### config.mk
export PLATFORM = sky130hd
export DESIGN_NAME = sb_top
export DESIGN_NICKNAME = d
export VERILOG_FILES = /design/src/sb_pkg.sv /design/src/inst_decoder.sv /design/src/fu_status_table.sv /design/src/read_dispatch.sv /design/src/writeback_select.sv /design/src/sb_top.sv
export SDC_FILE = /design/constraint.sdc
export NUM_CORES = 1
export LEC_CHECK = 0
export ABC_AREA = 1
export BUFFER_PORTS_ARGS = -buffer_cell sky130_fd_sc_hd__clkbuf_2
export CAP_MARGIN = 20
export CORE_MARGIN = 1
export CORE_UTILIZATION = 48
export DETAILED_ROUTE_END_ITERATION = 7
export PLACE_DENSITY_LB_ADDON = 0.25
export SETUP_SLACK_MARGIN = 0.05
export SKIP_CTS_REPAIR_TIMING = 1
export SYNTH_ARGS = -nofsm -noshare
export SYNTH_HDL_FRONTEND = slang
export SYNTH_HIERARCHICAL = 1
export SYNTH_SLANG_ARGS = --single-unit
### constraint.sdc
create_clock -name clk -period 8.61 [get_ports clk]
set_clock_uncertainty 0.2 [all_clocks]
set_input_delay 1.722 -clock clk [delete_from_list [all_inputs] [get_ports clk]]
set_output_delay 1.722 -clock clk [all_outputs]
set_load 0.005 [all_outputs]
### src/sb_pkg.sv
package sb_pkg;

    typedef logic [4:0] reg_idx_t;
    typedef logic [2:0] fu_id_t;

    localparam fu_id_t FU_NONE = 3'd0;
    localparam fu_id_t FU_ALU  = 3'd1;
    localparam fu_id_t FU_MEM  = 3'd2;
    localparam fu_id_t FU_MUL  = 3'd3;
    localparam fu_id_t FU_DIV  = 3'd4;

    localparam int NUM_FU = 4;    // entry index is unit id minus 1

    localparam logic [6:0] OPC_R     = 7'b0110011;
    localparam logic [6:0] OPC_I     = 7'b0010011;
    localparam logic [6:0] OPC_LOAD  = 7'b0000011;
    localparam logic [6:0] OPC_STORE = 7'b0100011;

    typedef struct packed {
        logic       use_imm;    // rs2 replaced by immediate
        logic [3:0] alu_op;
    } alu_view_t;

    typedef struct packed {
        logic       pad;
        logic [2:0] bhw;        // same coding as load/store funct3
        logic       we;
    } mem_view_t;

    typedef struct packed {
        logic [2:0] pad;
        logic [1:0] md_op;
    } muldiv_view_t;

    typedef union packed {
        alu_view_t    alu;
        mem_view_t    mem;
        muldiv_view_t muldiv;
    } fu_op_u;

    // alu ops, register form, use_imm is set by decode for the I-type forms
    localparam logic [4:0] ALU_ADD  = 5'd0;
    localparam logic [4:0] ALU_SUB  = 5'd1;
    localparam logic [4:0] ALU_SLL  = 5'd2;
    localparam logic [4:0] ALU_SLT  = 5'd3;
    localparam logic [4:0] ALU_SLTU = 5'd4;
    localparam logic [4:0] ALU_XOR  = 5'd5;
    localparam logic [4:0] ALU_SRL  = 5'd6;
    localparam logic [4:0] ALU_SRA  = 5'd7;
    localparam logic [4:0] ALU_OR   = 5'd8;
    localparam logic [4:0] ALU_AND  = 5'd9;

    localparam logic [4:0] MEM_LB  = 5'b0_000_0;
    localparam logic [4:0] MEM_LH  = 5'b0_001_0;
    localparam logic [4:0] MEM_LW  = 5'b0_010_0;
    localparam logic [4:0] MEM_LBU = 5'b0_100_0;
    localparam logic [4:0] MEM_LHU = 5'b0_101_0;
    localparam logic [4:0] MEM_SB  = 5'b0_000_1;
    localparam logic [4:0] MEM_SH  = 5'b0_001_1;
    localparam logic [4:0] MEM_SW  = 5'b0_010_1;

    localparam logic [4:0] MUL_MUL    = 5'd0;
    localparam logic [4:0] MUL_MULH   = 5'd1;
    localparam logic [4:0] MUL_MULHSU = 5'd2;
    localparam logic [4:0] MUL_MULHU  = 5'd3;
    localparam logic [4:0] DIV_DIV    = 5'd0;
    localparam logic [4:0] DIV_DIVU   = 5'd1;
    localparam logic [4:0] DIV_REM    = 5'd2;
    localparam logic [4:0] DIV_REMU   = 5'd3;

    typedef struct packed {
        fu_id_t   fu;
        fu_op_u   op;
        reg_idx_t dst;      // 0 when nothing is written
        reg_idx_t src1;
        reg_idx_t src2;
    } issue_req_t;

    typedef struct packed {
        logic     busy;
        fu_op_u   op;
        reg_idx_t dst;
        reg_idx_t src1;
        reg_idx_t src2;
        fu_id_t   fu1;      // producer of src1 still pending
        fu_id_t   fu2;
        logic     rdy1;
        logic     rdy2;
        logic     done;
    } fu_entry_t;

    typedef struct packed {
        logic     valid;
        fu_id_t   fu;
        fu_op_u   op;
        reg_idx_t rs1;
        reg_idx_t rs2;
    } read_req_t;

    typedef struct packed {
        logic     valid;
        fu_id_t   fu;
        reg_idx_t rd;
    } wb_req_t;

endpackage

### src/inst_decoder.sv
`timescale 1ns/1ps

module inst_decoder (
    input  logic [31:0]        inst,
    output sb_pkg::issue_req_t req
);
    import sb_pkg::*;

    logic [6:0] opcode;
    logic [2:0] funct3;
    logic [6:0] funct7;
    logic       is_imm;     // I-type alu form
    logic       alt;        // funct7 0x20, sub and sra
    logic       f7_zero;
    logic [4:0] alu_sel;
    logic       alu_ok;
    fu_id_t     fu;
    fu_op_u     op;
    logic       has_rd;
    logic       has_rs1;
    logic       has_rs2;

    assign opcode  = inst[6:0];
    assign funct3  = inst[14:12];
    assign funct7  = inst[31:25];
    assign is_imm  = (opcode == OPC_I);
    assign alt     = (funct7 == 7'h20);
    assign f7_zero = (funct7 == 7'h00);

    // shared alu table, funct7 only matters for R-type and the shifts
    always_comb begin
        alu_sel = ALU_ADD;
        alu_ok  = is_imm || f7_zero;
        case (funct3)
            3'h0: begin
                alu_sel = (alt && !is_imm) ? ALU_SUB : ALU_ADD;
                alu_ok  = is_imm || f7_zero || alt;
            end
            3'h1: begin
                alu_sel = ALU_SLL;
                alu_ok  = f7_zero;
            end
            3'h2: alu_sel = ALU_SLT;
            3'h3: alu_sel = ALU_SLTU;
            3'h4: alu_sel = ALU_XOR;
            3'h5: begin
                alu_sel = alt ? ALU_SRA : ALU_SRL;
                alu_ok  = f7_zero || alt;
            end
            3'h6: alu_sel = ALU_OR;
            default: alu_sel = ALU_AND;
        endcase
    end

    always_comb begin
        fu      = FU_NONE;
        op      = '0;
        has_rd  = 1'b0;
        has_rs1 = 1'b0;
        has_rs2 = 1'b0;
        case (opcode)
            OPC_R: begin
                has_rd  = 1'b1;
                has_rs1 = 1'b1;
                has_rs2 = 1'b1;
                if (funct7 == 7'h01) begin
                    fu = funct3[2] ? FU_DIV : FU_MUL;
                    case (funct3)
                        3'h0: op = MUL_MUL;
                        3'h1: op = MUL_MULH;
                        3'h2: op = MUL_MULHSU;
                        3'h3: op = MUL_MULHU;
                        3'h4: op = DIV_DIV;
                        3'h5: op = DIV_DIVU;
                        3'h6: op = DIV_REM;
                        default: op = DIV_REMU;
                    endcase
                end else if (alu_ok) begin
                    fu = FU_ALU;
                    op = alu_sel;
                end
            end
            OPC_I: begin
                has_rd  = 1'b1;
                has_rs1 = 1'b1;
                if (alu_ok) begin
                    fu             = FU_ALU;
                    op             = alu_sel;
                    op.alu.use_imm = 1'b1;
                end
            end
            OPC_LOAD: begin
                has_rd  = 1'b1;
                has_rs1 = 1'b1;
                fu      = FU_MEM;
                case (funct3)
                    3'h0: op = MEM_LB;
                    3'h1: op = MEM_LH;
                    3'h2: op = MEM_LW;
                    3'h4: op = MEM_LBU;
                    3'h5: op = MEM_LHU;
                    default: fu = FU_NONE;
                endcase
            end
            OPC_STORE: begin
                has_rs1 = 1'b1;     // base
                has_rs2 = 1'b1;     // store data
                fu      = FU_MEM;
                case (funct3)
                    3'h0: op = MEM_SB;
                    3'h1: op = MEM_SH;
                    3'h2: op = MEM_SW;
                    default: fu = FU_NONE;
                endcase
            end
            default: fu = FU_NONE;  // unsupported, never issues
        endcase
    end

    assign req = '{fu:   fu,
                   op:   op,
                   dst:  has_rd  ? inst[11:7]  : 5'd0,
                   src1: has_rs1 ? inst[19:15] : 5'd0,
                   src2: has_rs2 ? inst[24:20] : 5'd0};

endmodule

### src/fu_status_table.sv
`timescale 1ns/1ps

module fu_status_table (
    input  logic                                   clk,
    input  logic                                   rst,
    input  logic                                   inst_valid,
    input  sb_pkg::issue_req_t                     req,
    input  logic [sb_pkg::NUM_FU-1:0]              read_grant,
    input  logic [sb_pkg::NUM_FU-1:0]              wb_grant,
    input  logic [sb_pkg::NUM_FU-1:0]              fu_done,
    output logic                                   issue_ok,
    output sb_pkg::fu_entry_t [sb_pkg::NUM_FU-1:0] entries
);
    import sb_pkg::*;

    fu_entry_t [NUM_FU-1:0] ent_q;
    fu_id_t                 rrs [32];   // unit that will write each register
    logic [1:0]             slot;
    logic                   issue_fire;
    fu_id_t                 wb_id;
    reg_idx_t               wb_dst;
    fu_id_t                 fu1_new;
    fu_id_t                 fu2_new;
    fu_entry_t              new_entry;

    assign entries = ent_q;
    assign slot    = 2'(req.fu - 3'd1);

    // structural hazard and WAW
    assign issue_ok = (req.fu != FU_NONE) && !ent_q[slot].busy &&
                      ((rrs[req.dst] == FU_NONE) || (req.dst == 5'd0));

    assign issue_fire = inst_valid && issue_ok;

    // unit and destination of this cycle's write-back
    always_comb begin
        wb_id  = FU_NONE;
        wb_dst = '0;
        for (int i = 0; i < NUM_FU; i++) begin
            if (wb_grant[i]) begin
                wb_id  = fu_id_t'(i + 1);
                wb_dst = ent_q[i].dst;
            end
        end
    end

    // a producer writing back this cycle no longer counts as pending
    assign fu1_new = (rrs[req.src1] == wb_id) ? FU_NONE : rrs[req.src1];
    assign fu2_new = (rrs[req.src2] == wb_id) ? FU_NONE : rrs[req.src2];

    assign new_entry = '{busy: 1'b1,
                         op:   req.op,
                         dst:  req.dst,
                         src1: req.src1,
                         src2: req.src2,
                         fu1:  fu1_new,
                         fu2:  fu2_new,
                         rdy1: (fu1_new == FU_NONE),
                         rdy2: (fu2_new == FU_NONE),
                         done: 1'b0};

    always_ff @(posedge clk or posedge rst) begin
        if (rst) begin
            ent_q <= '0;
        end else begin
            for (int i = 0; i < NUM_FU; i++) begin
                if (issue_fire && slot == 2'(i)) begin
                    ent_q[i] <= new_entry;
                end else if (wb_grant[i]) begin
                    ent_q[i] <= '0;     // unit free again
                end else begin
                    if (read_grant[i]) begin
                        ent_q[i].rdy1 <= 1'b0;  // operands taken
                        ent_q[i].rdy2 <= 1'b0;
                    end
                    // RAW wake-up, producer field cleared so it fires once
                    if (wb_id != FU_NONE && ent_q[i].fu1 == wb_id) begin
                        ent_q[i].fu1  <= FU_NONE;
                        ent_q[i].rdy1 <= 1'b1;
                    end
                    if (wb_id != FU_NONE && ent_q[i].fu2 == wb_id) begin
                        ent_q[i].fu2  <= FU_NONE;
                        ent_q[i].rdy2 <= 1'b1;
                    end
                    if (fu_done[i] && ent_q[i].busy) begin
                        ent_q[i].done <= 1'b1;  // strobe for an idle unit dropped
                    end
                end
            end
        end
    end

    always_ff @(posedge clk or posedge rst) begin
        if (rst) begin
            for (int r = 0; r < 32; r++) begin
                rrs[r] <= FU_NONE;
            end
        end else begin
            if (wb_id != FU_NONE) begin
                rrs[wb_dst] <= FU_NONE;
            end
            if (issue_fire && req.dst != 5'd0) begin
                rrs[req.dst] <= req.fu;     // x0 never pending
            end
        end
    end

endmodule

### src/read_dispatch.sv
`timescale 1ns/1ps

module read_dispatch (
    input  sb_pkg::fu_entry_t [sb_pkg::NUM_FU-1:0] entries,
    output logic [sb_pkg::NUM_FU-1:0]              read_grant,
    output sb_pkg::read_req_t                      read
);
    import sb_pkg::*;

    logic [NUM_FU-1:0] ready;

    always_comb begin
        for (int i = 0; i < NUM_FU; i++) begin
            ready[i] = entries[i].busy && entries[i].rdy1 && entries[i].rdy2;
        end
    end

    // fixed priority alu > mem > mul > div
    // walk from lowest priority so the highest ready unit is written last
    always_comb begin
        read_grant = '0;
        read       = '0;
        for (int i = NUM_FU - 1; i >= 0; i--) begin
            if (ready[i]) begin
                read_grant    = '0;
                read_grant[i] = 1'b1;
                read.valid    = 1'b1;
                read.fu       = fu_id_t'(i + 1);
                read.op       = entries[i].op;
                read.rs1      = entries[i].src1;
                read.rs2      = entries[i].src2;
            end
        end
    end

endmodule

### src/writeback_select.sv
`timescale 1ns/1ps

module writeback_select (
    input  sb_pkg::fu_entry_t [sb_pkg::NUM_FU-1:0] entries,
    output logic [sb_pkg::NUM_FU-1:0]              wb_grant,
    output sb_pkg::wb_req_t                        wb
);
    import sb_pkg::*;

    logic [NUM_FU-1:0] war_ok;

    // WAR check, no other unit may still have to read this destination
    always_comb begin
        for (int i = 0; i < NUM_FU; i++) begin
            war_ok[i] = 1'b1;
            for (int j = 0; j < NUM_FU; j++) begin
                if (j != i && entries[j].busy && entries[i].dst != 5'd0) begin
                    if (entries[j].rdy1 && entries[j].src1 == entries[i].dst) begin
                        war_ok[i] = 1'b0;
                    end
                    if (entries[j].rdy2 && entries[j].src2 == entries[i].dst) begin
                        war_ok[i] = 1'b0;
                    end
                end
            end
        end
    end

    // same priority order as read, alu wins
    always_comb begin
        wb_grant = '0;
        wb       = '0;
        for (int i = NUM_FU - 1; i >= 0; i--) begin
            if (entries[i].busy && entries[i].done && war_ok[i]) begin
                wb_grant    = '0;
                wb_grant[i] = 1'b1;
                wb.valid    = 1'b1;
                wb.fu       = fu_id_t'(i + 1);
                wb.rd       = entries[i].dst;
            end
        end
    end

endmodule

### src/sb_top.sv
`timescale 1ns/1ps

module sb_top (
    input  logic                      clk,
    input  logic                      rst,
    input  logic                      inst_valid,
    input  logic [31:0]               inst,
    input  logic [sb_pkg::NUM_FU-1:0] fu_done,     // bit = unit id minus 1
    output logic                      issue_ok,
    output sb_pkg::read_req_t         read,
    output sb_pkg::wb_req_t           wb
);
    import sb_pkg::*;

    issue_req_t             req;
    fu_entry_t [NUM_FU-1:0] entries;
    logic [NUM_FU-1:0]      read_grant;
    logic [NUM_FU-1:0]      wb_grant;

    inst_decoder decoder_i (
        .inst (inst),
        .req  (req)
    );

    fu_status_table table_i (
        .clk        (clk),
        .rst        (rst),
        .inst_valid (inst_valid),
        .req        (req),
        .read_grant (read_grant),
        .wb_grant   (wb_grant),
        .fu_done    (fu_done),
        .issue_ok   (issue_ok),
        .entries    (entries)
    );

    read_dispatch read_i (
        .entries    (entries),
        .read_grant (read_grant),
        .read       (read)
    );

    writeback_select wb_i (
        .entries  (entries),
        .wb_grant (wb_grant),
        .wb       (wb)
    );

endmodule

Yosys cells after proc, flatten, opt, wreduce, memory -nomap -nowiden
Index checks and enable logic that the tools add are counted.

Register bits: 216. Output and inout port bits: 29. Bits of input ports: 39. Logic and storage cells: 401.

Reductions and logical operators: 127. Bitwise gates (word level): 6. Eq/ne operators: 49. $lt $le $gt $ge: 7. Muxes and demuxes: 139. Add/subtract/negate cells: 1.

Operators with widths (number): 2-to-1 mux 96 bit (2); 2-to-1 mux 30 bit (5); equality test 5 bit (24); bitwise AND 96 bit (1); bitwise mux 96 bit (1); inverter 96 bit (1); 2-to-1 mux 21 bit (4); 2-to-1 mux 19 bit (4); logical AND 1 bit (75); 2-to-1 mux 9 bit (8); 2-to-1 mux 3 bit (21); binary-select mux 30 bit (select 2 bit) (1); 2-to-1 mux 1 bit (55); 2-to-1 mux 5 bit (10); binary-select mux 3 bit (select 5 bit) (3); nonzero test 3 bit (14); case mux 5 bit (7 select lines) (1); 2-to-1 mux 4 bit (8); nonzero test 4 bit (8); demux 3 bit (select 5 bit) (2); equality test 3 bit (10); nonzero test 5 bit (5); >= comparator 6 bit (second input constant) (4); inverter 5 -> 6 bit (4); other kinds (30) (58).

Logic depth before layout (Yosys ltp)
Gate-level depths: netlist (run 1).

Depth in word-level cells: 30. Mapped depth: 30.

By module
The synthesis (run 1) kept the hierarchy.

Modules (own cells, without submodules): fu_status_table (area each 12186.7 sq um, times used 1, cells an instance 1673); writeback_select (area each 2581.2 sq um, times used 1, cells an instance 600); read_dispatch (area each 849.6 sq um, times used 1, cells an instance 192); inst_decoder (area each 576.8 sq um, times used 1, cells an instance 126).

Worst setup path before layout (run 1)
OpenSTA, ideal clock, no wires.

Kind: in2out. Start point: input port inst[1]. End point: output port issue_ok. Stages on the path: 17. Path slack: 2449 ps. Required time: 6688 ps. Arrival: 4239 ps. Path through: nand2_1 -> inv_2 -> nand2_1 -> nor2_4 -> nand2_1 -> nand2_2 -> nand2_1 -> nand2_1 -> inv_1 -> clkbuf_1 -> clkbuf_1 -> ha_1 -> o21ai_0 -> a21oi_1 -> a211oi_4 -> a21boi_4 -> buf_4.

RTL lines: start: declaration (line sb_top.sv:7) `input logic [31:0] inst,`; end: declaration (line sb_top.sv:9) `output logic issue_ok,`.

==> metrics.txt, run 1 <==
Max-slew headroom=27.5%; crit path launch type=input pin; DR vias=18066; post-route ant nets=0; H-tree depth=1; Arr. time, crit path=4650 ps; Critical R2R Launch=table_i/entries[20]; synthesized flop and latch total=216; Area Growth Syn to Fin=7.97%; routability cong.=1.06; Rows=66; outcome=finished clean; Worst R2R Setup Slack=3560 ps; clock power share=32.9%; largest net degree at the start of global routing=83; Setup CP Type=input pin to primary output; Core Footprint=0.0329 mm2; Lkg Pwr=0.00875 uW; count of final hold-check violations=0; slowest stage delay, CP=400 ps; Worst Path Required=6690 ps; main area contributors after synthesis=dfrtp_1 (33%), nand2_1 (19%), nand3_1 (11%), inv_1 (6.5%), o21ai_0 (5.7%); First DRT Iteration DRCs=2839; total routing usage reported by global routing=37.5%; Max Cap Violations=0; Reg2Reg Depth=23; Synth Flop Type=dfrtp_1; Reg power frac=37.0%; RSZ-0062 raised after global routing=false; post-DR vias/cell=5.93; initial antenna violation count=2; Top Ports=68; Worst Hold Path Cells=2; Fillers=3415; count leader, synth=nand2_1; Ys Warns=6; critical path endpoint category=primary output; CTS sink count=216; hold_sp=table_i/entries[28]; Tcrit/Tclk final=76.3%; FF/Latch Area=0.00541 mm2; CTS root buf=clkbuf_16; Hold Path End=table_i/entries[28]; syn nets=2634; worst-path cell with the longest stage delay=a211oi_4; Synth top area share=33.4%; total grt overflow=0; drt first pass iters=8; Syn Inst Count=2591; internal power=2190 uW; footprint of the multi-input gates=0.00885 mm2; clock buffer depth=3; DRC viols=0; Die W=186 um; CTS tree=done; Hold Crit Class=register to register; Mapped Avg Cell Area=6.25 um2; starting density of the core=49.3%; sw frac=38.2%; Post-synth top cells=nand2_1 (837), nand3_1 (354), inv_1 (282), nor2_1 (245), dfrtp_1 (216); Net Switching=1360 uW; Die Ht=186 um; Worst-path clk slew=60 ps; number of synthesized flops with an enable pin=0; worst path cell trace=clkbuf_2 > nor2_2 > nand3_2 > nor2_2 > nand3_1 > o211ai_1 > inv_1 > buf_4 > ha_1 > o21ai_0 > a21oi_1 > a211oi_4 > a21boi_4 > clkbuf_2; total negative slack=0 ps; DP HPWL=44.1 mm; combinational share of power=30.1%; Worst Tran Pin Value=1090 ps; first-pass GRT wire length=98.2 mm; TritonCTS Buffers=27; Pwr Total=3550 uW; vias in the first global route=16687; CP max FO=31; share of layout cells above drive strength 1=8.56%; Clock Latency Late Sink=550 ps; Synth async-reset ratio=100%; CP top delay family=compound AO/OA/AOI/OAI gates; Setup-failing EPs final=0; post-synthesis cell area=0.0162 mm2; die area=0.0345 mm2; Reg-to-Reg End=table_i/rrs[50]; Final min period=6570 ps; crit path buf inv count=4; sequential share of the synthesized area=33.4%; count of cell types in the netlist=44; Pins Over Slew Limit=0; Pwr Density=203 mW/mm2; Routed WL=64.1 mm; nets@finish=2630; Fmax=152 MHz; WL/cell=21.0 um; maximum vdd drop=0.158 mV; Port Buffers=67; leading area contributor after synthesis=dfrtp_1
placed cells by master (no fill, tap or decap), drive strengths merged:
cell type / instances
nand2: 852
nand3: 362
inv: 317
nor2: 260
o21ai: 227
dfrtp: 216
clkbuf: 101
nand4: 56
o22ai: 50
nor3: 35
a21oi: 29
buf: 25
xor2: 18
or2: 15
clkinv: 13
o2111ai: 5
o211ai: 4
ha: 4
bufinv: 3
xnor2: 3
o21a: 3
o31ai: 2
a211oi: 2
a21boi: 2
diode: 1
clkinvlp: 1
nand3b: 1
per-layer routing:
metal | vias to the layer above | GRT usage, % | wire length (um)
li1 | 8315 | - | -
met1 | 8294 | 49.1 | 24900
met2 | 1198 | 58.0 | 28000
met3 | 257 | 4.99 | 6450
met4 | 2 | 25.0 | 4770
met5 | - | 0 | 12
per-stage QoR:
| stage | setup slack, ps | cell area [um2] | utilization (%) | std cells | hold slack [ps] |
|---|---|---|---|---|---|
| detailed placement | 2120 | 16500 | 50.3 | 2997 | 280 |
| global placement | 2230 | 16500 | 50.3 | 2997 | 274 |
| finish | 2040 | 17500 | 53.2 | 3049 | 296 |
| floorplan | 780 | 16200 | - | 2591 | 262 |
| CTS | 2100 | 17400 | 53.0 | 3045 | 293 |
| global route | 1920 | 17500 | 53.2 | 3049 | 322 |
worst register-to-register path: cells and delay by family (launching register included):
family	cells	cell delay [ps]
AO/OA/AOI/OAI	3	1010
buffers and inverters	7	1590
flip-flops	1	650
AND/OR/NAND/NOR	13	1510
worst max path at each step:
stage,start,endpoint,cells past startpoint
2_1_floorplan,rst,table_i/entries[0],1
3_3_place_gp,inst[3],issue_ok,14
3_5_place_dp,inst[3],issue_ok,14
4_1_cts,inst[3],issue_ok,14
5_1_grt,inst[3],issue_ok,14
6_report,inst[3],issue_ok,14
cells by family (layout without fill, tap and decap cells):
family | count (synthesis) | in the layout | synth area share, %
simple gates | 1581 | 1581 | 42.1
buf+inv | 445 | 460 | 12.1
compound gates | 324 | 324 | 11.0
flops | 216 | 216 | 33.4
xor+xnor | 21 | 21 | 1.14
fa+ha+maj | 4 | 4 | 0.309
other cells | 0 | 1 | 0
power by group through the flow:
stage / logic (uW) / registers, uW / clock network [uW]
after CTS: 1040 / 1300 / 1170
after global routing: 1180 / 1320 / 1220
after global placement: 1020 / 1320 / 0
after detailed placement: 1040 / 1320 / 0
final: 1070 / 1310 / 1170
after floorplan: 758 / 1250 / 0
sequential cells by signal, indices dropped and copies added (netlist names):
| name | cells |
|---|---|
| table_i/entries | 120 |
| table_i/rrs | 96 |
cell type report:
class	instances	share of cell area, %
multi-input cells	1930	50.6
inverters	320	6.97
flip-flops and latches	216	30.9
clock buffers	34	4.24
diodes	1	0.0143
clock inverters	14	0.930
well taps	442	3.16
repair buffers	92	3.18
Note: power is estimated with default switching activity, not from simulation.
==> run 2: changes to the inputs <==
==> constraint.sdc (replaced) <==
create_clock -name clk -period 5.7 [get_ports clk]
set_clock_uncertainty 0.2 [all_clocks]
set_input_delay 1.14 -clock clk [delete_from_list [all_inputs] [get_ports clk]]
set_output_delay 1.14 -clock clk [all_outputs]
set_load 0.005 [all_outputs]
==> run 2 against run 1 <==
  * Register-to-register slack got worse by 2600 ps
  * Clock-buffer cell count increased by 2
  * Critical path depth decreased by 1
  * Sequential power increased by 53%
  * Cell count increased by 0.16%
  * Critical endpoint unchanged
==> metrics.txt, run 2 (same netlist as run 1, synthesis figures left out) <==
critical path endpoint category=primary output; clock buffer depth=3; vias in the first global route=16556; WL/cell=20.6 um; drt first pass iters=8; CTS root buf=clkbuf_16; outcome=finished clean; Setup CP Type=input pin to primary output; Fmax=193 MHz; Port Buffers=67; count of final hold-check violations=0; post-route ant nets=0; Largest register FFs=120; Clock Latency Late Sink=550 ps; Die W=186 um; pre-CTS setup slack=500 ps; cell area after layout=0.0174 mm2; Worst Tran Pin Value=981 ps; DP HPWL=44.5 mm; Worst Path Required=4360 ps; commonest non-fill, non-tap cell in the layout=nand2_1; Final min period=5190 ps; Max-slew headroom=34.5%; H-tree depth=1; Worst-path clk slew=60 ps; CTS tree=done; total routing usage reported by global routing=36.7%; final worst setup slack=512 ps; Lkg Pwr=0.00873 uW; CP max FO=9; CTS sink count=216; Area Growth Syn to Fin=7.62%; total negative slack=0 ps; RSZ-0062 raised after global routing=false; dpl cells=3008; Max Cap Violations=0; DR vias=17843; Tcrit/Tclk final=91.0%; starting density of the core=49.3%; Arr. time, crit path=3850 ps; Pwr Density=299 mW/mm2; # diodes=0; Die Ht=186 um; Pins Over Slew Limit=0; total grt overflow=0; share of layout cells above drive strength 1=8.61%; Fillers=3396; first-pass GRT wire length=96.0 mm; crit path launch type=input pin; TritonCTS Buffers=27; Hold Crit Class=register to register; Routed WL=62.9 mm; Rows=66; Util after Layout=53.0%; post-DR vias/cell=5.84; Setup-failing EPs final=0; initial antenna violation count=0; DRC viols=0; routability cong.=1.06; Post-DP Area=0.0166 mm2; maximum vdd drop=0.234 mV; Core Footprint=0.0329 mm2; Top Ports=68; die area=0.0345 mm2; First DRT Iteration DRCs=2368; non-filler cells, final=3054; commonest cells after routing, fill and taps aside=nand2_1 (837), nand3_1 (354), inv_1 (280), nor2_1 (242), dfrtp_1 (216); largest net degree at the start of global routing=109; nets@finish=2638
[run 2: changes by cell type in the layout (fill, tap and decap cells not counted), sizes merged]
cell      change
bufinv        -3
clkinvlp      +1
buf           +8
clkbuf        +2
diode         -1
inv           -1
clkinv        -1
[run 2: critical path, cell delays in order]
cell,delay (ps)
clkbuf_2,100
nor2_2,130
nand3_2,250
nor2_2,190
nand3_1,100
o211ai_1,290
inv_1,150
ha_1,330
o21ai_0,90
a21oi_1,100
a211oi_4,410
a21boi_4,380
clkbuf_2,180
[run 2: power breakdown]
| group | switching, uW | internal [uW] | total [uW] |
|---|---|---|---|
| clock network | 699 | 906 | 1600 |
| logic | 1080 | 540 | 1620 |
| registers | 268 | 1730 | 2000 |
[run 2: area by class of cell]
cell class / instances / area [um2] / area share [%]
clock buffer: 36 / 739 / 4.24
clock inverter: 10 / 63.8 / 0.366
inverter: 320 / 1210 / 6.97
multi-input combinational: 1930 / 8840 / 50.7
sequential: 216 / 5410 / 31.0
tap: 442 / 553 / 3.17
timing repair buffer: 100 / 608 / 3.49
[run 2: worst paths after layout]
path	from	endpoint	slack, ps	cells past startpoint
min reg2reg	table_i/entries[25]	table_i/entries[25]	290	2
max in group asynchronous	rst	table_i/entries[116]	4000	3
max	inst[3]	issue_ok	510	13
max reg2reg	table_i/entries[82]	table_i/rrs[87]	980	21
min	table_i/entries[25]	table_i/entries[25]	290	2
min in group asynchronous	rst	table_i/entries[99]	330	2
[run 2: routing by layer]
layer,up-vias,GRT usage [%],part of all wire (%)
met3,208,5.89,9.9
met2,1091,58.3,45
met1,8231,46.1,38
li1,8313,-,-
met4,0,24.3,7.0
met5,-,0,0
[run 2: per-stage QoR]
stage,power (uW),hold slack [ps]
after detailed placement,3570,284
after floorplan,3040,262
after global placement,3540,277
after CTS,5170,298
after global routing,5470,319
final,5220,293
